--- src/verilog/slice_pkg.sv ---
/*
  Shared definitions for the multi-format SIMD slice
  Formats, opcodes, lane widths and the request/response structs
*/
package slice_pkg;

  // ---------------------------------------------------------------------------
  // Widths
  // ---------------------------------------------------------------------------
  localparam int unsigned FP32_BITS = 32;
  localparam int unsigned FP16_BITS = 16;
  localparam int unsigned LANE_BITS = FP32_BITS;  // Widest format a lane handles
  localparam int unsigned SLOT_BITS = FP16_BITS;  // Narrowest slot, sets lane count
  localparam int unsigned TAG_BITS  = 4;

  // ---------------------------------------------------------------------------
  // Encodings
  // ---------------------------------------------------------------------------
  typedef enum logic {
    FP32 = 1'b0,
    FP16 = 1'b1
  } fp_format_e;

  typedef enum logic [1:0] {
    SGNJ   = 2'd0,
    SGNJN  = 2'd1,
    SGNJX  = 2'd2,
    MINMAX = 2'd3
  } operation_e;

  // Operation control as presented at the slice input
  typedef struct packed {
    operation_e          op;
    logic                op_mod;     // Selects max for MINMAX
    fp_format_e          fmt;
    logic                vectorial;
    logic [TAG_BITS-1:0] tag;
  } slice_ctrl_t;

  // Per-lane request, operands right-aligned
  typedef struct packed {
    logic [LANE_BITS-1:0] a;
    logic [LANE_BITS-1:0] b;
    operation_e           op;
    logic                 op_mod;
    fp_format_e           fmt;
    logic                 active;
  } lane_req_t;

  // Per-lane response travelling down the pipeline
  typedef struct packed {
    logic [LANE_BITS-1:0] result;
    logic                 nv;        // Invalid operation flag
    logic                 active;
    fp_format_e           fmt;
    logic                 vectorial;
    logic [TAG_BITS-1:0]  tag;
  } lane_rsp_t;

endpackage
--- src/verilog/result_pack.sv ---
/*
  Result packing
  Places active lane slots into the output word, NaN-boxes the rest,
  collapses the invalid flag and picks tag and busy
*/
module result_pack #(
  parameter int unsigned  Width     = 64,
  localparam int unsigned NUM_LANES = Width / slice_pkg::SLOT_BITS
) (
  input  slice_pkg::lane_rsp_t [NUM_LANES-1:0]  lane_rsp_i,
  input  logic [NUM_LANES-1:0]                  lane_busy_i,
  output logic [Width-1:0]                      result_o,
  output logic                                  nv_o,
  output logic [slice_pkg::TAG_BITS-1:0]        tag_o,
  output logic                                  busy_o
);

  localparam int unsigned NUM_FP32_SLOTS = Width / slice_pkg::FP32_BITS;

  slice_pkg::lane_rsp_t head;  // Lane 0 describes the whole item

  assign head = lane_rsp_i[0];

  always_comb begin : pack
    result_o = '1;  // NaN-boxing for every slot not written below
    nv_o     = 1'b0;

    for (int unsigned i = 0; i < NUM_LANES; i++) begin
      if (lane_rsp_i[i].active && ((i == 0) || head.vectorial)) begin
        nv_o = nv_o | lane_rsp_i[i].nv;

        if (head.fmt == slice_pkg::FP32) begin
          if (i < NUM_FP32_SLOTS) begin
            result_o[i*slice_pkg::FP32_BITS +: slice_pkg::FP32_BITS] = lane_rsp_i[i].result;
          end
        end else begin
          result_o[i*slice_pkg::FP16_BITS +: slice_pkg::FP16_BITS] =
              lane_rsp_i[i].result[slice_pkg::FP16_BITS-1:0];
        end
      end
    end
  end

  assign tag_o  = head.tag;
  assign busy_o = |lane_busy_i;  // Any lane still holding data

endmodule

--- config.mk ---
export PLATFORM = sky130hd
export DESIGN_NAME = result_pack
export DESIGN_NICKNAME = d
export VERILOG_FILES = /design/src/verilog/slice_pkg.sv /design/src/verilog/result_pack.sv
export SDC_FILE = /design/constraint.sdc
export NUM_CORES = 1
export LEC_CHECK = 0
export BUFFER_PORTS_ARGS = -buffer_cell sky130_fd_sc_hd__buf_2
export CORE_AREA = 2 2 90 92
export DETAILED_ROUTE_END_ITERATION = 10
export DIE_AREA = 0 0 92 94
export GPL_ROUTABILITY_DRIVEN = 0
export MAX_ROUTING_LAYER = met4
export PLACE_DENSITY = 0.58
export SLEW_MARGIN = 20
export SYNTH_ARGS = -nofsm -noshare
export SYNTH_HDL_FRONTEND = slang
export SYNTH_SLANG_ARGS = --single-unit
--- constraint.sdc ---
create_clock -name vclk -period 2.8
set_input_delay 0.56 -clock vclk [all_inputs]
set_output_delay 0.56 -clock vclk [all_outputs]
set_load 0.02 [all_outputs]
* Word level (Yosys, flattened, before mapping)
Cells that the tools add are included.
W data, S select, Z words.
** Cells by class
- Reduce and logical (&&, ||, !) cells :: 4
- Multiplexer cells :: 13
- Bitwise gates (word level) :: 3
** Operators by type and width (number)
- $mux W16 :: 6
- $mux W32 :: 2
- $mux W48 :: 1
- $mux W1 :: 4
- $reduce_or A4 Y1 :: 1
- $logic_and A1 B1 Y1 :: 3
- $or A1 B1 Y1 :: 3
** Storage, ports and cells
- Bits in registers :: 0
- Bits of input ports :: 164
- Logic and storage cells :: 20
- Output and inout bits :: 70

* Depth between registers and ports, before layout
Gate-level depths: netlist (run 1).
- Word-level depth :: 7
- Depth in mapped cells :: 4
- Gate-level depth less buffers :: 2

* Least setup slack after synthesis (run 1)
OpenSTA, ideal clock, no wires.
- Path kind :: input to output
- Start point :: input lane_rsp_i[5] (netlist bit)
- End point :: output result_o[22]
- Slack :: 1.005 ns
- Buffers on the path :: 2
- Required time :: 2.240 ns
- Cell stages on the path :: 4
- Arrival :: 1.235 ns
- Path through :: nand2b_1 clkbuf_2 buf_4 o22a_1
** On the way
- Cells in the longest elaborated chain, start to end :: 4
** Ends and longest elaborated chain
- start, declared :: line result_pack.sv:10 : input slice_pkg::lane_rsp_t [NUM_LANES-1:0] lane_rsp_i,
- $mux W16 :: line result_pack.sv:32 : if (head.fmt == slice_pkg::FP32) begin
- $mux W32 :: line result_pack.sv:29 : if (lane_rsp_i[i].active && ((i == 0) || head.vectorial)) begin
- $mux W16 :: line result_pack.sv:32
- $mux W48 * :: line result_pack.sv:29
- end, declared :: line result_pack.sv:12 : output logic [Width-1:0] result_o,
Every way passes the cells marked *; elsewhere a longest branch is shown, timed or not.

* Worst setup path in the final report (run 1)
- Start point :: input lane_rsp_i[4] (netlist bit)
- End point :: output result_o[47]
** On the way
- Cells in the longest elaborated chain, start to end :: 4
- Elaborated cells between the ends (all ways) :: 5
- Classes of those cells :: mux (3); reduce/logical (2)
** Ends and longest elaborated chain (line)
- $logic_and A1 B1 Y1 :: result_pack.sv:29
- $mux W48 :: result_pack.sv:29
- $mux W16 :: result_pack.sv:32
- $mux W16 * :: result_pack.sv:29
Marks and branches as above.

==> results of run 1 <==
-- path summary, 6_finish.rpt --
kind / end / slack, ns
min: tag_o[2] / 1.12
max: result_o[47] / 0.48
-- routing by layer --
metal,wire (um),up-vias,GRT usage (%)
li1,-,690,-
met3,461,0,0.883
met2,2290,105,17.6
met4,0,0,0
met1,1530,629,8.77
met5,0,-,-
-- area by class of cell --
type / instances / area (um^2)
fillers: 853 / 5990
repair buffers: 179 / 903
inverters: 1 / 3.75
multi-input cells: 73 / 579
well taps: 102 / 128
-- cell families (layout without fill, tap and decap cells) --
kind of cell,count (synthesis),count (layout),synth area share (%)
AOI/OAI and AO/OA,50,50,66.0
buffers and inverters,14,180,12.1
and+or+nand+nor,23,23,21.8
-- critical path, stage by stage --
cell	delay [ns]
buf_2	0.12
nand3_1	0.52
o22a_1	0.39
buf_2	0.17
-- metrics by stage --
step                area (um^2)  setup WS (ns)  utilization [%]  power [W]
global route               1610          0.320             21.2   0.000289
floorplan                   659           1.00                -   0.000142
finish                     1610          0.477             21.2   0.000269
CTS                        1610          0.417             21.2   0.000271
global placement           1610          0.457             21.2   0.000267
detailed placement         1610          0.417             21.2   0.000270
-- synth_stat cells --
cell and number:
a222oi_1 1, buf_2 6, buf_4 5, clkbuf_1 1, clkbuf_2 1, inv_1 1, nand2_1 1, nand2b_1 14
nand3_1 3, nand3b_1 1, o21ai_0 1, o22a_1 48, or2b_1 3, or4_1 1
-- power by group --
| group | total, W | switching [W] | internal, W |
|---|---|---|---|
| clock | 0 | 0 | 0 |
| sequential | 0 | 0 | 0 |
| combinational | 0.000269 | 0.000144 | 0.000125 |
==> reports/metrics.yaml, run 1 <==
core_area_mm2: 0.00761
syn_inst: 87
rows: 32
track_usage_pct: 8.34
antenna_cells: 0
fmax_mhz: 430
drc: 0
path_max_fanout: 16
min_period_ns: 2.32
dpl.cell_count: 355
final_net_count: 419
hold_ws_ns: 1.12
io_buffers: 176
seq_cells: 0
ctsResizeCount: 0
start_util_pct: 8.67
slew_headroom_pct: 51.8
worstHoldPathType: "in2out"
worstSetupEndpointType: "primary output"
regArea_um2: 0
min_from: "lane_rsp_i[2]"
yosysTopAreaCell: "o22a_1"
syn_avg_cell_area_um2: 7.58
drt_iter0_drc: 32
critPathArrivalTime_ns: 1.76
postCtsSetupBuffers: 0
path_class: "in2out"
syn_nets: 251
power_density_mw_per_mm2: 166
whs_path_depth: 0
syn_to_final_growth_pct: 145
critical_path.startpoint: "lane_rsp_i[4]"
finalSetupViolations: 0
globalRouteOverflowTotal: 0
ir_drop_mv: 0.0586
startpoint_type: "primary input"
cp.required_ns: 2.24
n_clock_buffer: 0
dr.pass1.iters: 4
grt_pass1_wl_um: 5740
slew_violations: 0
synth_area_um2: 659
die_h_um: 94
rsz0062_at_grt: "no"
synth_top_area_share_pct: 63.8
viasPerCell: 4.01
final_cells: 355
power_leakage_nw: 0.757
antenna_found_initial: 0
status: "completed"
tightest_slew_ns: 0.720
ys_seq_area_share_pct: 0
hold_buffers: 0
drt-total-wl_um: 4280
final_cell_mix: "176 x buf_2, 48 x o22a_1, 14 x nand2b_1"
first_global_vias: 1262
fin_crit_sh_pct: 83.0
fp.dieArea_mm2: 0.00865
grt_start_max_net_pins: 32
drv_cap: 0
vias: 1424
ant_nets: 0
synth_warnings: 0
drive_gt1_share_pct: 70.8
io_pins: 234
die_x_um: 92
synth.area.top_cells: "o22a_1 64%, nand2b_1 13%, buf_4 5.7%, buf_2 4.6%, or2b_1 3.4%"
final_hold_viol_count: 0
final_common_cell: "buf_2"
wl_per_cell_um: 12.1
ys_types: 14
finalSetupTns_ns: 0
hpwl_um: 3560
Power figures use the tool's default switching activity.
==> inputs of run 2 (changes only) <==
--- a/config.mk
+++ b/config.mk
@@ -11,7 +11,7 @@
 export DIE_AREA = 0 0 92 94
 export GPL_ROUTABILITY_DRIVEN = 0
 export MAX_ROUTING_LAYER = met4
-export PLACE_DENSITY = 0.58
+export PLACE_DENSITY = 0.6
 export SLEW_MARGIN = 20
 export SYNTH_ARGS = -nofsm -noshare
 export SYNTH_HDL_FRONTEND = slang
==> constraint.sdc (replaced) <==
create_clock -name vclk -period 2.1
set_input_delay 0.42 -clock vclk [all_inputs]
set_output_delay 0.42 -clock vclk [all_outputs]
set_load 0.02 [all_outputs]
==> reports/metrics.yaml, run 2 (same netlist as run 1, synthesis figures left out) <==
postCtsSetupBuffers: 0  # unchanged
place_ws_ns: 0.278  # -0.139 ns
syn_to_final_growth_pct: 148
io_buffers: 176  # unchanged
final_cell_mix: "176 x buf_2, 48 x o22a_1, 14 x nand2b_1"
tightest_slew_ns: 0.374  # -0.346 ns
cp.required_ns: 1.68  # -0.56 ns
viasPerCell: 4.06  # +1.2%
path_class: "in2out"
p_int_w: 0.000170  # +36%
fmax_mhz: 558
fin_ws_ns: 0.308  # -0.169 ns
n_clock_buffer: 0  # unchanged
hold_buffers: 0  # unchanged
finalSetupViolations: 0  # unchanged
seq_cells: 0  # unchanged
path_max_fanout: 32  # +16
final_cells: 358  # +0.85%
core_area_mm2: 0.00761  # unchanged
swShare_pct: 53.1  # -0.37 points
power_leakage_nw: 0.771  # +1.8%
whs_path_depth: 0  # unchanged
ctsResizeCount: 0  # unchanged
die_h_um: 94  # unchanged
fin_crit_sh_pct: 85.3
first_global_vias: 1270  # +0.63%
critPathArrivalTime_ns: 1.37  # -0.39 ns
startpoint_type: "primary input"
rows: 32  # unchanged
worstSetupEndpointType: "primary output"
io_pins: 234  # unchanged
clkPwrFrac_pct: 0  # unchanged
slew_headroom_pct: 75.0  # +23 points
globalRouteOverflowTotal: 0  # unchanged
die_x_um: 92  # unchanged
regArea_um2: 0  # unchanged
ir_drop_mv: 0.0694  # +18%
p_sw_w: 0.000192  # +34%
fp.dieArea_mm2: 0.00865  # unchanged
final_common_cell: "buf_2"
grt_pass1_wl_um: 5800  # +0.98%
status: "completed"
dpl.cell_count: 358  # +0.85%
seq_power_share_pct: 0  # unchanged
final_net_count: 422  # +0.72%
rsz0062_at_grt: "no"
drv_cap: 0  # unchanged
start_util_pct: 8.67  # unchanged
multi_input_area_um2: 579  # unchanged
power_density_mw_per_mm2: 221  # +33%
drc: 0  # unchanged
worstHoldPathType: "in2out"
finalSetupTns_ns: 0  # unchanged
grt_start_max_net_pins: 33  # +3.1%
track_usage_pct: 8.51  # +0.17 points
hpwl_um: 3870  # +8.9%
num-fill-cells: 865  # +1.4%
drt-total-wl_um: 4490  # +4.7%
ant_nets: 0  # unchanged
final_hold_viol_count: 0  # unchanged
antenna_cells: 0  # unchanged
vias: 1453  # +2.0%
drt_iter0_drc: 28  # -13%
antenna_found_initial: 0  # unchanged
slew_violations: 0  # unchanged
drive_gt1_share_pct: 71.1  # +0.34 points
comb_power_share_pct: 100.0  # about the same
min_period_ns: 1.79
hold_ws_ns: 0.840  # -0.280 ns
dr.pass1.iters: 4  # unchanged
wl_per_cell_um: 12.5  # +3.9%
## run 2: changes by cell type in the layout (fill, tap and decap cells not counted)
cell   delta
buf_4     +3
## run 2: path summary, 6_finish.rpt
path,start,endpoint
worst max-delay path,lane_rsp_i[5],result_o[43]
worst min-delay path,lane_rsp_i[2],tag_o[2]
## run 2: layer usage
layer | vias up | GRT usage, % | wire length, um
met5 | - | - | 0
met4 | 0 | 1.12 | 42
met3 | 6 | 1.77 | 587
met2 | 125 | 17.5 | 2280
met1 | 625 | 8.33 | 1580
li1 | 697 | - | -
## run 2: metrics by stage
step | area, um^2 | util [%] | total power (W)
finish | 1640 | 21.5 | 0.000362
floorplan | 659 | - | 0.000189
detailed placement | 1640 | 21.5 | 0.000365
CTS | 1640 | 21.5 | 0.000367
global placement | 1640 | 21.5 | 0.000363
global route | 1640 | 21.5 | 0.000390
## run 2: critical path: stages
cell	delay, ns
buf_2	0.12
nand3b_1	0.11
buf_4	0.34
o22a_1	0.20
buf_2	0.16
## run 2: area by class of cell
type | instances | area share (%)
inverter | 1 | 0.229
timing repair buffer | 182 | 56.6
multi-input combinational | 73 | 35.4
tap | 102 | 7.80
## run 2: power groups by stage
stage / registers (W) / clock network, W / logic, W
2_1_floorplan: 0 / 0 / 0.000189
3_3_place_gp: 0 / 0 / 0.000363
3_5_place_dp: 0 / 0 / 0.000365
4_1_cts: 0 / 0 / 0.000367
5_1_grt: 0 / 0 / 0.000390
6_report: 0 / 0 / 0.000362
==> inputs of run 3 (changes only) <==
--- a/config.mk
+++ b/config.mk
@@ -6,12 +6,14 @@
 export NUM_CORES = 1
 export LEC_CHECK = 0
 export BUFFER_PORTS_ARGS = -buffer_cell sky130_fd_sc_hd__buf_2
+export CELL_PAD_IN_SITES_DETAIL_PLACEMENT = 1
+export CELL_PAD_IN_SITES_GLOBAL_PLACEMENT = 1
 export CORE_AREA = 2 2 90 92
 export DETAILED_ROUTE_END_ITERATION = 10
 export DIE_AREA = 0 0 92 94
 export GPL_ROUTABILITY_DRIVEN = 0
 export MAX_ROUTING_LAYER = met4
-export PLACE_DENSITY = 0.6
+export PLACE_DENSITY = 0.95
 export SLEW_MARGIN = 20
 export SYNTH_ARGS = -nofsm -noshare
 export SYNTH_HDL_FRONTEND = slang
==> reports/metrics.yaml, run 3 (same netlist as run 1, synthesis figures left out) <==
status: "completed"
critPathArrivalTime_ns: 1.39  # +0.02 ns
final_common_cell: "buf_2"
tightest_slew_ns: 0.363  # -0.0116 ns
drc: 0  # unchanged
top_layer: "met4"
power_leakage_nw: 0.766  # -0.62%
hpwl_um: 4500  # +16%
wl_per_cell_um: 14.2  # +13%
core_area_mm2: 0.00761  # unchanged
n_clock_buffer: 0  # unchanged
min_period_ns: 1.81  # +0.0136 ns
die_x_um: 92  # unchanged
antenna_cells: 0  # unchanged
dr.pass1.iters: 4  # unchanged
fmax_mhz: 554  # -0.75%
drv_cap: 0  # unchanged
fp.dieArea_mm2: 0.00865  # unchanged
path_max_fanout: 32  # unchanged
fin_crit_sh_pct: 86.0  # +0.65 points
start_util_pct: 8.67  # unchanged
cp.required_ns: 1.68  # about the same
viasPerCell: 4.08  # +0.49%
hold_buffers: 0  # unchanged
track_usage_pct: 10.1  # +1.5 points
ir_drop_mv: 0.0610  # -12%
slew_violations: 0  # unchanged
ctsResizeCount: 0  # unchanged
worstHoldPathType: "in2out"
worstSetupEndpointType: "primary output"
ant_nets: 0  # unchanged
drt_iter0_drc: 39  # +39%
finalSetupViolations: 0  # unchanged
final_hold_viol_count: 0  # unchanged
slew_headroom_pct: 75.8  # +0.77 points
postCtsSetupBuffers: 0  # unchanged
die_h_um: 94  # unchanged
met3WireLength_um: 572  # -2.6%
final_net_count: 421  # -0.24%
rsz0062_at_grt: "no"
startpoint_type: "primary input"
drt-total-wl_um: 5070  # +13%
globalRouteOverflowTotal: 0  # unchanged
first_global_vias: 1429  # +13%
grt_start_max_net_pins: 33  # unchanged
power_density_mw_per_mm2: 225  # +1.7%
antenna_found_initial: 0  # unchanged
drive_gt1_share_pct: 71.0  # -0.11 points
finalSetupTns_ns: 0  # unchanged
io_pins: 234  # unchanged
power.total_w: 0.000366  # +1.2%
io_buffers: 176  # unchanged
rows: 32  # unchanged
syn_to_final_growth_pct: 147
seq_cells: 0  # unchanged
vias: 1456  # +0.21%
wl_met1_um: 1900  # +20%
final_cell_mix: "176 x buf_2, 48 x o22a_1, 14 x nand2b_1"
regArea_um2: 0  # unchanged
grt_pass1_wl_um: 6970  # +20%
path_class: "in2out"
wl_met2_um: 2570  # +13%
[run 3: cell count changes in the layout (fill, tap and decap cells not counted), sizes merged]
cell and delta:
buf -1
[run 3: area by class of cell]
class / instances / area [um^2]
repair buffers: 181 / 918
multi-input cells: 73 / 579
inverters: 1 / 3.75
well taps: 102 / 128
fillers: 1002 / 5980
[run 3: report_power, final]
group          switching (W)  internal [W]  total (W)  leakage (nW)
sequential                 0             0          0             0
combinational       0.000198      0.000169   0.000366         0.766
clock                      0             0          0             0
[run 3: worst paths after layout]
check / startpoint / end / cells after the start
setup / recovery: lane_rsp_i[5] / result_o[40] / 5
hold / removal: lane_rsp_i[1] / tag_o[1] / 0
[run 3: metrics by stage]
step | setup slack (ns) | utilization [%] | cell area [um^2] | std cells | hold slack (ns)
5_1_grt | 0.236 | 21.4 | 1630 | 357 | 0.840
3_5_place_dp | 0.305 | 21.4 | 1630 | 357 | 0.840
6_report | 0.294 | 21.4 | 1630 | 357 | 0.840
3_3_place_gp | 0.325 | 21.4 | 1630 | 357 | 0.840
4_1_cts | 0.300 | 21.4 | 1630 | 357 | 0.840
2_1_floorplan | 0.585 | - | 659 | 87 | 0.953
[run 3: routing by layer]
| layer | vias up | global-route usage, % |
|---|---|---|
| li1 | 696 | - |
| met1 | 651 | 10.7 |
| met2 | 107 | 19.7 |
| met3 | 2 | 2.49 |
| met4 | 0 | 0.373 |
| met5 | - | - |
[run 3: worst max-delay path, cell delays in order]
cell      delay, ns
buf_2          0.11
nand3b_1       0.11
buf_4          0.33
o22a_1         0.22
buf_2          0.17
