==> src/verilog/slice_pkg.sv <==
/*
  Shared definitions for the multi-format SIMD slice
  Formats, opcodes, lane widths and the request/response structs
*/
package slice_pkg;

  // ---------------------------------------------------------------------------
  // Widths
  // ---------------------------------------------------------------------------
  localparam int unsigned FP32_BITS = 32;
  localparam int unsigned FP16_BITS = 16;
  localparam int unsigned LANE_BITS = FP32_BITS;  // Widest format a lane handles
  localparam int unsigned SLOT_BITS = FP16_BITS;  // Narrowest slot, sets lane count
  localparam int unsigned TAG_BITS  = 4;

  // ---------------------------------------------------------------------------
  // Encodings
  // ---------------------------------------------------------------------------
  typedef enum logic {
    FP32 = 1'b0,
    FP16 = 1'b1
  } fp_format_e;

  typedef enum logic [1:0] {
    SGNJ   = 2'd0,
    SGNJN  = 2'd1,
    SGNJX  = 2'd2,
    MINMAX = 2'd3
  } operation_e;

  // Operation control as presented at the slice input
  typedef struct packed {
    operation_e          op;
    logic                op_mod;     // Selects max for MINMAX
    fp_format_e          fmt;
    logic                vectorial;
    logic [TAG_BITS-1:0] tag;
  } slice_ctrl_t;

  // Per-lane request, operands right-aligned
  typedef struct packed {
    logic [LANE_BITS-1:0] a;
    logic [LANE_BITS-1:0] b;
    operation_e           op;
    logic                 op_mod;
    fp_format_e           fmt;
    logic                 active;
  } lane_req_t;

  // Per-lane response travelling down the pipeline
  typedef struct packed {
    logic [LANE_BITS-1:0] result;
    logic                 nv;        // Invalid operation flag
    logic                 active;
    fp_format_e           fmt;
    logic                 vectorial;
    logic [TAG_BITS-1:0]  tag;
  } lane_rsp_t;

endpackage
==> src/verilog/sgnj_minmax_core.sv <==
/*
  Sign injection and min/max for one lane
  Works on FP32 or FP16, FP16 results come back NaN-boxed
*/
module sgnj_minmax_core (
  input  slice_pkg::lane_req_t             req_i,
  output logic [slice_pkg::LANE_BITS-1:0]  result_o,
  output logic                             nv_o
);

  localparam logic [31:0] CANON_NAN32 = 32'h7FC0_0000;
  localparam logic [15:0] CANON_NAN16 = 16'h7E00;

  logic [slice_pkg::LANE_BITS-1:0] val_a;   // Operands right-aligned at format width
  logic [slice_pkg::LANE_BITS-1:0] val_b;
  logic [slice_pkg::LANE_BITS-2:0] mag_a;
  logic [slice_pkg::LANE_BITS-2:0] mag_b;
  logic                            sign_a;
  logic                            sign_b;
  logic                            nan_a;
  logic                            nan_b;
  logic                            snan_a;
  logic                            snan_b;
  logic                            a_lt_b;
  logic                            inj_sign;
  logic [slice_pkg::LANE_BITS-1:0] res_val;

  // ---------------------------------------------------------------------------
  // Operand decode
  // ---------------------------------------------------------------------------
  always_comb begin : unpack
    if (req_i.fmt == slice_pkg::FP32) begin
      val_a  = req_i.a;
      val_b  = req_i.b;
      sign_a = req_i.a[31];
      sign_b = req_i.b[31];
      mag_a  = req_i.a[30:0];
      mag_b  = req_i.b[30:0];
      nan_a  = (req_i.a[30:23] == '1) && (req_i.a[22:0] != '0);
      nan_b  = (req_i.b[30:23] == '1) && (req_i.b[22:0] != '0);
      snan_a = nan_a && !req_i.a[22];  // Quiet bit clear
      snan_b = nan_b && !req_i.b[22];
    end else begin
      val_a  = {16'h0, req_i.a[15:0]};
      val_b  = {16'h0, req_i.b[15:0]};
      sign_a = req_i.a[15];
      sign_b = req_i.b[15];
      mag_a  = {16'h0, req_i.a[14:0]};
      mag_b  = {16'h0, req_i.b[14:0]};
      nan_a  = (req_i.a[14:10] == '1) && (req_i.a[9:0] != '0);
      nan_b  = (req_i.b[14:10] == '1) && (req_i.b[9:0] != '0);
      snan_a = nan_a && !req_i.a[9];
      snan_b = nan_b && !req_i.b[9];
    end
  end

  // Sign-magnitude order, so -0 sorts below +0
  always_comb begin : compare
    if (sign_a != sign_b) begin
      a_lt_b = sign_a;
    end else if (sign_a) begin
      a_lt_b = mag_a > mag_b;
    end else begin
      a_lt_b = mag_a < mag_b;
    end
  end

  // ---------------------------------------------------------------------------
  // Operation
  // ---------------------------------------------------------------------------
  always_comb begin : operate
    inj_sign = sign_b;
    res_val  = val_a;
    nv_o     = 1'b0;

    unique case (req_i.op)
      slice_pkg::SGNJ:  inj_sign = sign_b;
      slice_pkg::SGNJN: inj_sign = ~sign_b;
      slice_pkg::SGNJX: inj_sign = sign_a ^ sign_b;
      slice_pkg::MINMAX: begin
        nv_o = snan_a | snan_b;
        if (nan_a && nan_b) begin
          res_val = (req_i.fmt == slice_pkg::FP32) ? CANON_NAN32 : {16'h0, CANON_NAN16};
        end else if (nan_a) begin
          res_val = val_b;
        end else if (nan_b) begin
          res_val = val_a;
        end else begin
          res_val = (a_lt_b ^ req_i.op_mod) ? val_a : val_b;  // op_mod flips min to max
        end
      end
    endcase

    if (req_i.op != slice_pkg::MINMAX) begin
      res_val = (req_i.fmt == slice_pkg::FP32) ? {inj_sign, mag_a}
                                               : {16'h0, inj_sign, mag_a[14:0]};
    end
  end

  assign result_o = (req_i.fmt == slice_pkg::FP32)
                  ? res_val
                  : {{slice_pkg::FP16_BITS{1'b1}}, res_val[slice_pkg::FP16_BITS-1:0]};

endmodule

==> src/verilog/slice_lane.sv <==
/*
  One SIMD lane
  Sign-injection/min-max core followed by a valid/ready register pipeline
*/
module slice_lane #(
  parameter int unsigned NumPipeRegs = 2
) (
  input  logic                    clk_i,
  input  logic                    arst_n_i,
  input  slice_pkg::lane_req_t    req_i,
  input  slice_pkg::slice_ctrl_t  ctrl_i,
  input  logic                    in_valid_i,
  output logic                    in_ready_o,
  output slice_pkg::lane_rsp_t    rsp_o,
  output logic                    out_valid_o,
  input  logic                    out_ready_i,
  output logic                    busy_o
);

  logic [slice_pkg::LANE_BITS-1:0] core_result;
  logic                            core_nv;

  // Index i holds the item after i register stages
  slice_pkg::lane_rsp_t stage_rsp   [0:NumPipeRegs];
  logic                 stage_valid [0:NumPipeRegs];
  logic                 stage_ready [0:NumPipeRegs];

  sgnj_minmax_core i_core (
    .req_i    ( req_i       ),
    .result_o ( core_result ),
    .nv_o     ( core_nv     )
  );

  assign stage_rsp[0] = '{
    result:    core_result,
    nv:        core_nv,
    active:    req_i.active,
    fmt:       req_i.fmt,
    vectorial: ctrl_i.vectorial,
    tag:       ctrl_i.tag
  };
  assign stage_valid[0] = in_valid_i;

  // ---------------------------------------------------------------------------
  // Pipeline stages
  // ---------------------------------------------------------------------------
  for (genvar i = 0; i < NumPipeRegs; i++) begin : gen_stage
    // Advance when the next stage is empty or drains this cycle
    assign stage_ready[i] = stage_ready[i+1] | ~stage_valid[i+1];

    always_ff @(posedge clk_i or negedge arst_n_i) begin
      if (!arst_n_i) begin
        stage_valid[i+1] <= 1'b0;
      end else if (stage_ready[i]) begin
        stage_valid[i+1] <= stage_valid[i];
      end
    end

    always_ff @(posedge clk_i) begin
      if (stage_valid[i] && stage_ready[i]) begin
        stage_rsp[i+1] <= stage_rsp[i];
      end
    end
  end

  assign stage_ready[NumPipeRegs] = out_ready_i;  // Downstream ready enters at the end

  assign in_ready_o  = stage_ready[0];
  assign out_valid_o = stage_valid[NumPipeRegs];
  assign rsp_o       = stage_rsp[NumPipeRegs];

  // Input counts as in flight, same as for a lane without registers
  always_comb begin : collect_busy
    busy_o = 1'b0;
    for (int i = 0; i <= int'(NumPipeRegs); i++) begin
      busy_o = busy_o | stage_valid[i];
    end
  end

  // A stalled output keeps its item until it is taken
  stall_hold: assert property (@(posedge clk_i) disable iff (!arst_n_i)
    (out_valid_o && !out_ready_i) |=> (out_valid_o && $stable(rsp_o)))
    else $error("lane output changed while stalled");

endmodule

==> config.mk <==
export PLATFORM = sky130hd
export DESIGN_NAME = slice_lane
export DESIGN_NICKNAME = d
export VERILOG_FILES = /design/src/verilog/slice_pkg.sv /design/src/verilog/sgnj_minmax_core.sv /design/src/verilog/slice_lane.sv
export SDC_FILE = /design/constraint.sdc
export NUM_CORES = 1
export LEC_CHECK = 0
export BUFFER_PORTS_ARGS = -buffer_cell sky130_fd_sc_hd__buf_4
export CAP_MARGIN = 10
export CORE_ASPECT_RATIO = 1.1
export CORE_MARGIN = 3
export CORE_UTILIZATION = 58
export DETAILED_ROUTE_END_ITERATION = 10
export PLACE_DENSITY = 0.91
export SYNTH_ARGS = -nofsm -noshare
export SYNTH_HDL_FRONTEND = slang
export SYNTH_HIERARCHICAL = 1
export SYNTH_SLANG_ARGS = --single-unit
==> constraint.sdc <==
create_clock -name clk_i -period 4.6 [get_ports clk_i]
set_input_delay 0.23 -clock clk_i [delete_from_list [all_inputs] [get_ports clk_i]]
set_output_delay 0.23 -clock clk_i [all_outputs]
set_load 0.02 [all_outputs]
After elaboration in Yosys (flattened, before gate mapping) --
Index checks and enable logic that the tools add are counted.
Word-level totals: register bits 82, input port bits 82
Operators by class: multiplexer cells 21, equal/unequal tests 9, $lt $le $gt $ge 2, bitwise gates (word level) 10, reductions and logical operators 19
Operator list (number):
- 32-bit 2-to-1 mux | 9
- 31-bit 2-to-1 mux | 3
- 23-bit nonzero test | 2
- 31-bit greater-than comparator | 1
- 31-bit < comparator | 1
- 10-bit nonzero test | 2
- 8-bit equality test, second input constant | 2
- 1-bit logical AND | 11
- 5-bit equality test, second input constant | 2
- 1-bit 2-to-1 mux | 8
- 1-bit OR | 5
- 2-bit equality test, second input constant | 2
- 1-bit zero test | 4
- 1-bit inverter | 3
- 2-bit by 1-bit equality test with 1-bit output, second input constant | 1
- 2-bit != test, second input constant | 1
- 1-bit one-hot mux with 2 select lines | 1
- 1-bit bitwise XOR | 2
- 1-bit != test | 1

Logic depth before layout (Yosys ltp) --
Gate-level depths: netlist (run 1).
depth after elaboration 11, depth in mapped cells 17, gate-level depth less buffers 12

Cells and area by module --
The synthesis (run 1) kept the hierarchy.
Modules (own cells, without submodules):
- slice_lane | instances 1, seq. area each 2452.4 um^2, area an instance 2797.7 um^2, cells an instance 129
- sgnj_minmax_core | instances 1, seq. area each 0.0 um^2, area an instance 2239.6 um^2, cells an instance 355

Worst setup path after synthesis (run 1) --
Ideal clock, no wire load.
path type input -> register, start input req_i[1] (netlist bit), end register stage_rsp[64] (netlist bit) (data pin), slack 759 ps, required time 4339 ps, data arrival time 3580 ps, cell stages on the path 14, cells stage by stage clkbuf_1 -> clkbuf_1 -> buf_1 -> nor2_1 -> ha_1 -> a21o_1 -> a21o_1 -> a221oi_1 -> o211ai_1 -> o21ai_1 -> a21oi_2 -> xnor2_2 -> a211oi_2 -> a221o_1
Between the ends: cells in the longest elaborated chain, start to end 11, elaborated cells on any way between the ends 22, classes of those cells order compare: 2; eq/ne: 1; mux: 17; bitwise: 1; reduce/logical: 1
Ends and longest elaborated chain:
- from (decl) | line slice_lane.sv:10 | input slice_pkg::lane_req_t req_i,
- 31-bit 2-to-1 mux | line sgnj_minmax_core.sv:32 | if (req_i.fmt == slice_pkg::FP32) begin
- 31-bit < comparator / 31-bit greater-than comparator (equally long branches) | line sgnj_minmax_core.sv:64, sgnj_minmax_core.sv:62
- 1-bit 2-to-1 mux | line sgnj_minmax_core.sv:61 | end else if (sign_a) begin
- 1-bit 2-to-1 mux | line sgnj_minmax_core.sv:59 | if (sign_a != sign_b) begin
- 1-bit bitwise XOR | line sgnj_minmax_core.sv:89 | res_val = (a_lt_b ^ req_i.op_mod) ? val_a : val_b;
- 32-bit 2-to-1 mux | line sgnj_minmax_core.sv:89
- 32-bit 2-to-1 mux | line sgnj_minmax_core.sv:86 | end else if (nan_b) begin
- 32-bit 2-to-1 mux | line sgnj_minmax_core.sv:84 | end else if (nan_a) begin
- 32-bit 2-to-1 mux | line sgnj_minmax_core.sv:82 | if (nan_a && nan_b) begin
- 32-bit 2-to-1 mux | line sgnj_minmax_core.sv:76 | unique case (req_i.op)
- 32-bit 2-to-1 mux | line sgnj_minmax_core.sv:94 | if (req_i.op != slice_pkg::MINMAX) begin
- to (signal, indexed assignment) | line slice_lane.sv:61 | stage_rsp[i+1] <= stage_rsp[i];
- to (decl) | line slice_lane.sv:24 | slice_pkg::lane_rsp_t stage_rsp [0:NumPipeRegs];
Several ways; a longest one is shown, not always the timed one. A chain may end at the register's enable or synchronous reset.

Worst setup path after layout (run 1) --
start input req_i[1] (netlist bit), end register stage_rsp[68] (netlist bit) (data pin)
The elaborated chain is that of the path after synthesis.

==> results of run 1 <==
-- layer usage --
| metal | GRT usage [%] | up-vias | wire (um) |
|---|---|---|---|
| li1 | - | 1919 | - |
| met4 | 11.55 | 0 | 527 |
| met3 | 5.011 | 70 | 1293 |
| met1 | 33.35 | 1950 | 4732 |
| met2 | 46.55 | 317 | 6702 |
| met5 | 0 | - | 0 |
-- through the flow --
stage | std cells | utilization (%) | cell area, um^2 | setup slack (ps) | hold WS, ps
2_1_floorplan | 484 | - | 5037 | 759.4 | -65.59
3_3_place_gp | 663 | 68.45 | 5756 | 501.0 | 12.19
3_5_place_dp | 663 | 68.45 | 5756 | 308.3 | 17.54
4_1_cts | 680 | 70.83 | 5956 | 689.5 | 48.84
5_1_grt | 680 | 70.83 | 5956 | 261.5 | 47.89
6_report | 680 | 70.83 | 5956 | 488.9 | 63.36
-- path summary, 6_finish.rpt --
path                          startpoint              to  slack, ps  cells after the start
setup / recovery                req_i[1]   stage_rsp[68]        490                     13
max in group asynchronous       arst_n_i     out_valid_o       4310                      2
min in group asynchronous       arst_n_i  stage_valid[1]        200                      2
hold / removal                  req_i[0]   stage_rsp[46]         60                      1
hold reg to reg            stage_rsp[61]       rsp_o[21]        420                      0
setup reg to reg             out_valid_o   stage_rsp[44]       2840                      2
-- cells in the mapped netlist (all sizes together) (3+ instances only) --
cell type	n
edfxtp	80
nand2	79
buf	46
ha	34
o21ai	27
inv	26
nand3	20
nor2	19
a21oi	17
nor2b	13
nand4	12
o221ai	12
clkbuf	11
nor3	10
nor4	9
a221o	7
nand2b	4
o31ai	4
a211oi	3
a21o	3
and2	3
and3	3
and4	3
o211ai	3
or4	3
-- cell families (layout without fill, tap and decap cells) --
kind of cell | count (synthesis) | in the layout | synth area share, %
AOI/OAI and AO/OA | 96 | 96 | 14.38
and+or+nand+nor | 186 | 186 | 18.21
DFF | 82 | 82 | 48.68
adders and majority gates | 34 | 34 | 8.445
buffers and inverters | 83 | 168 | 9.538
xor gates and xnor gates | 1 | 1 | 0.3230
muxes | 2 | 2 | 0.4222
-- state kept, by name, indices dropped and copies added, names as in the netlist --
signal       cells
stage_rsp       40
stage_valid      1
rsp_o           40
out_valid_o      1
-- worst max-delay path: cells and delay by family --
family / cells / cell delay [ps]
buffers and inverters: 3 / 920
adder cells (fa/ha/maj): 1 / 340
AND/OR/NAND/NOR: 3 / 830
XOR/XNOR: 1 / 230
AO/OA/AOI/OAI: 5 / 1740
-- timing repair --
item	4_1_cts	5_1_grt
endpoints found under the hold margin	2	0
endpoints found under the setup margin	0	0
hold buffers	1	0
gates resized for setup	0	0
-- final cells by class --
cell class / count / area [um^2]
Clock buffer: 14 / 152.6
Clock inverter: 2 / 37.54
Timing Repair Buffer: 126 / 960.9
Multi-Input combinational cell: 319 / 2116
Sequential cell: 82 / 2452
Tap cell: 111 / 138.9
Fill cell: 592 / 2452
Inverter: 26 / 97.59
-- power by group through the flow --
stage          Clock (W)  Combinational (W)  Sequential (W)
2_1_floorplan          0           0.000256        0.000922
3_3_place_gp           0           0.000376        0.000923
3_5_place_dp           0           0.000395        0.000929
4_1_cts         0.000502           0.000399        0.000912
5_1_grt         0.000533           0.000438        0.000917
6_report        0.000498           0.000405        0.000912
==> flow_summary.ini, run 1 <==
[layout]
layout.nets = 680
diodes = 0
drive_above_1_share_pct = 26.71
layout_common_cells = buf_4 (124), edfxtp_1 (80), nand2_1 (79), ha_1 (34), inv_1 (26)
final_common_cell = buf_4
syn2layout_area_growth_pct = 18.23

[clock_tree]
clkSinkCount = 82
clk_latency_ps = 340
cts_buffers = 9
clockBufferDepth = 2
tritoncts = done
cts-root-buf = clkbuf_8
cts_max_level = 3
postCtsSetupBuffers = 0
cts.clk_slew.worst_paths_ps = 80

[floorplan]
start_util_pct = 59.91
fp.dieH_um = 103.7
die_w_um = 94.86
num_rows = 35
ios = 125
core_um2 = 8408
dieArea_um2 = 9840

[pwr]
power.switching_w = 0.0004912
finalPower_w = 0.001816
p_leak_nw = 2.461
peakVddDrop_mv = 0.1296
p_int_w = 0.001324
p_clk_share_pct = 27.4
seq_power_share_pct = 50.2
power.density_nw_per_um2 = 304.8
p_comb_share_pct = 22.3
swShare_pct = 27.05

[worst_setup_path]
cp_max_fo = 25
worstPathCellList = buf_4, inv_1, nand2_1, ha_1, nand4_1, nor4_1, buf_4, a21boi_2, o21ai_1, a21oi_2, xnor2_2, a211oi_2, a221o_1
cp_common_cell = buf_4
crit_type = primary input to flop
crit_path_end_kind = flop
startpoint_type = primary input
critical_path_required_ps = 4800
slowest_stage = a211oi_2
worstPathArrival_ps = 4320
max_stage_delay_ps = 630

[sta]
finalClockSkew_ps = 8.482
worst_pin_slew_ps = 1009
slew_headroom_pct = 32.51
tns_ps = 0
setup-violations-final = 0
fin_crit_sh_pct = 89.37
rsz0062_at_grt = no
maxSlewViolCount = 0
max_freq_mhz = 243.2
period_needed_ps = 4111
hold_violations = 0

[flow_run]
maxCapViolations = 0

[yosys]
synth_ff_type = edfxtp_1
synth_top_area_cell = edfxtp_1
synth_fp_nets = 600
synth-edff-count = 80
synthArstFlopShare_pct = 2.439
synthTopCellsByArea = edfxtp_1 (48%), ha_1 (8.4%), buf_4 (6.1%)
avgSynthCellArea_um2 = 10.41
synth_top_area_share_pct = 47.69
synth.distinct_cells = 56
ys_warn_count = 6
ys_ff_latch = 82
yosysSeqAreaShare_pct = 48.68
syn_inst = 484
netlist_area_um2 = 5037

[drt]
dr.pass1.iters = 6
post_drt_via_cell_ratio = 6.259
ant_nets = 0
vias = 4256
wire_per_inst_um = 19.49
finalWirelength_um = 13260
dr.first_iter.drc_count = 496
drc = 0

[grt]
grt_usage_pct = 27.27
grt_pass1_wl_um = 20610
grt_pass1_vias = 4012
overflow = 0
grt_antenna_before_repair = 0
grt_max_degree = 41

[place]
gp_congestion = 0.9147
dp_hpwl_um = 10030
portBuffers = 120

[hold_path]
hp-class = primary input to flop

[outcome]
status = completed
Note: power is estimated with default switching activity, not from simulation.
==> inputs of run 2 (changes only) <==
RECOVER_POWER = 50   (was not set)
==> run 2 against run 1 <==
  * The flow now finishes with violations (max-capacitance violations, max-slew violations)
  * Combinational power decreased by 5.7%
  * First-iteration DRC count rose by 14%
  * Power decreased by 1.4%
  * Global-route usage unchanged
  * Highest routed layer unchanged
  * Via count down 1.5%
  * Largest cell class unchanged
==> flow_summary.ini, run 2 (synthesis results as in run 1) <==
[outcome]
status = finished with violations
violations = max-capacitance violations, max-slew violations

[floorplan]
core_um2 = 8408
dieArea_um2 = 9840
ios = 125
start_util_pct = 59.91
fp.dieH_um = 103.7
die_w_um = 94.86
num_rows = 35

[worst_setup_path]
crit_type = primary input to flop
cp_max_fo = 25
critical_path_required_ps = 4800
startpoint_type = primary input
worstPathArrival_ps = 4310
crit_path_end_kind = flop

[drt]
finalWirelength_um = 13260
drc = 0
vias = 4193
ant_nets = 0
dr.first_iter.drc_count = 563
wire_per_inst_um = 19.50
post_drt_via_cell_ratio = 6.166
dr.pass1.iters = 6

[clock_tree]
tritoncts = done
cts_buffers = 9
ctsResizeCount = 0
clockBufferDepth = 2
cts-root-buf = clkbuf_8
clkSinkCount = 82
cts_max_level = 3
postCtsSetupBuffers = 0
cts.clk_slew.worst_paths_ps = 70
clk_latency_ps = 340

[grt]
grt_pass1_wl_um = 20610
grt_antenna_before_repair = 0
grt_max_degree = 41
overflow = 0
grt_usage_pct = 27.27
grt_pass1_vias = 4012

[pwr]
p_int_w = 0.001302
p_leak_nw = 2.302
power.density_nw_per_um2 = 309.3
peakVddDrop_mv = 0.1242
power.switching_w = 0.0004884
seq_power_share_pct = 51.0
swShare_pct = 27.27
p_comb_share_pct = 21.3
p_clk_share_pct = 27.7

[hold_path]
hp-class = primary input to flop

[layout]
instances_no_fill = 680
fill_cells = 629
layout.nets = 680
regArea_um2 = 2452
syn2layout_area_growth_pct = 14.93
postLayoutCoreUtil_pct = 68.85
layout_common_cells = edfxtp_1 (80), nand2_1 (79), buf_4 (74), clkbuf_1 (48), ha_1 (34)
multi_input_area_um2 = 2115
drive_above_1_share_pct = 18.80
diodes = 0
final_common_cell = edfxtp_1

[place]
gp_congestion = 0.9147
dp_hpwl_um = 10030
portBuffers = 120
place_inst = 663
place_ws_ps = 308.3

[sta]
slew_headroom_pct = -63.43
period_needed_ps = 4113
finalClockSkew_ps = 6.503
fin_crit_sh_pct = 89.42
rsz0062_at_grt = no
hold_violations = 0
setup-violations-final = 0
worst_pin_slew_ps = 2450
setup_slack_ps = 486.9
max_freq_mhz = 243.1
tns_ps = 0
maxSlewViolCount = 41

[flow_run]
maxCapViolations = 1
[run 2: power groups by stage]
| stage | registers, W | logic [W] | clock network (W) |
|---|---|---|---|
| detailed placement | 0.000929 | 0.000395 | 0 |
| floorplan | 0.000922 | 0.000256 | 0 |
| global route | 0.000918 | 0.000415 | 0.000533 |
| CTS | 0.000912 | 0.000399 | 0.000502 |
| global placement | 0.000923 | 0.000376 | 0 |
| finish | 0.000913 | 0.000382 | 0.000496 |
[run 2: final cells by class]
cell class                      count  share of cell area (%)
Sequential cell                    82                   42.36
Multi-Input combinational cell    319                   36.52
Timing Repair Buffer              126                   13.75
Clock buffer                       14                   2.637
Tap cell                          111                   2.399
Inverter                           26                   1.686
Clock inverter                      2                  0.6484
[run 2: path summary, 6_finish.rpt]
| path | from | end | slack, ps | cells past startpoint |
|---|---|---|---|---|
| worst max-delay path | req_i[1] | stage_rsp[68] | 490 | 13 |
| worst min-delay path | req_i[0] | stage_rsp[46] | 90 | 1 |
| worst max register to register | out_valid_o | rsp_o[38] | 1830 | 2 |
| worst min register to register | stage_rsp[45] | rsp_o[5] | 420 | 0 |
| max in group asynchronous | arst_n_i | out_valid_o | 4260 | 2 |
| min in group asynchronous | arst_n_i | stage_valid[1] | 210 | 2 |
[run 2: critical path, stage by stage]
cell and delay (ps):
buf_4 200, inv_1 520, nand2_1 230, ha_1 340, nand4_1 150, nor4_1 410
buf_4 200, a21boi_2 270, o21ai_1 240, a21oi_2 330, xnor2_2 230, a211oi_2 650
a221o_1 300
[run 2: repair_timing]
action                                  CTS  global route
hold buffers                              1             0
endpoints found under the setup margin    0             0
hold endpoints to repair                  2             0
[run 2: stage by stage]
stage	area (um^2)	hold WS [ps]	power [W]
2_1_floorplan	5037	-65.59	0.001178
3_3_place_gp	5756	12.19	0.001299
3_5_place_dp	5756	17.54	0.001324
4_1_cts	5956	48.84	0.001814
5_1_grt	5789	70.99	0.001866
6_report	5789	85.47	0.001791
[run 2: per-layer routing]
layer | track usage (%) | share of wire, % | wire length (um) | vias up
li1 | - | - | - | 1922
met1 | 33.35 | 36 | 4823 | 1913
met2 | 46.55 | 51 | 6715 | 298
met3 | 5.011 | 9.4 | 1248 | 60
met4 | 11.55 | 3.5 | 470 | 0
met5 | 0 | 0 | 0 | -
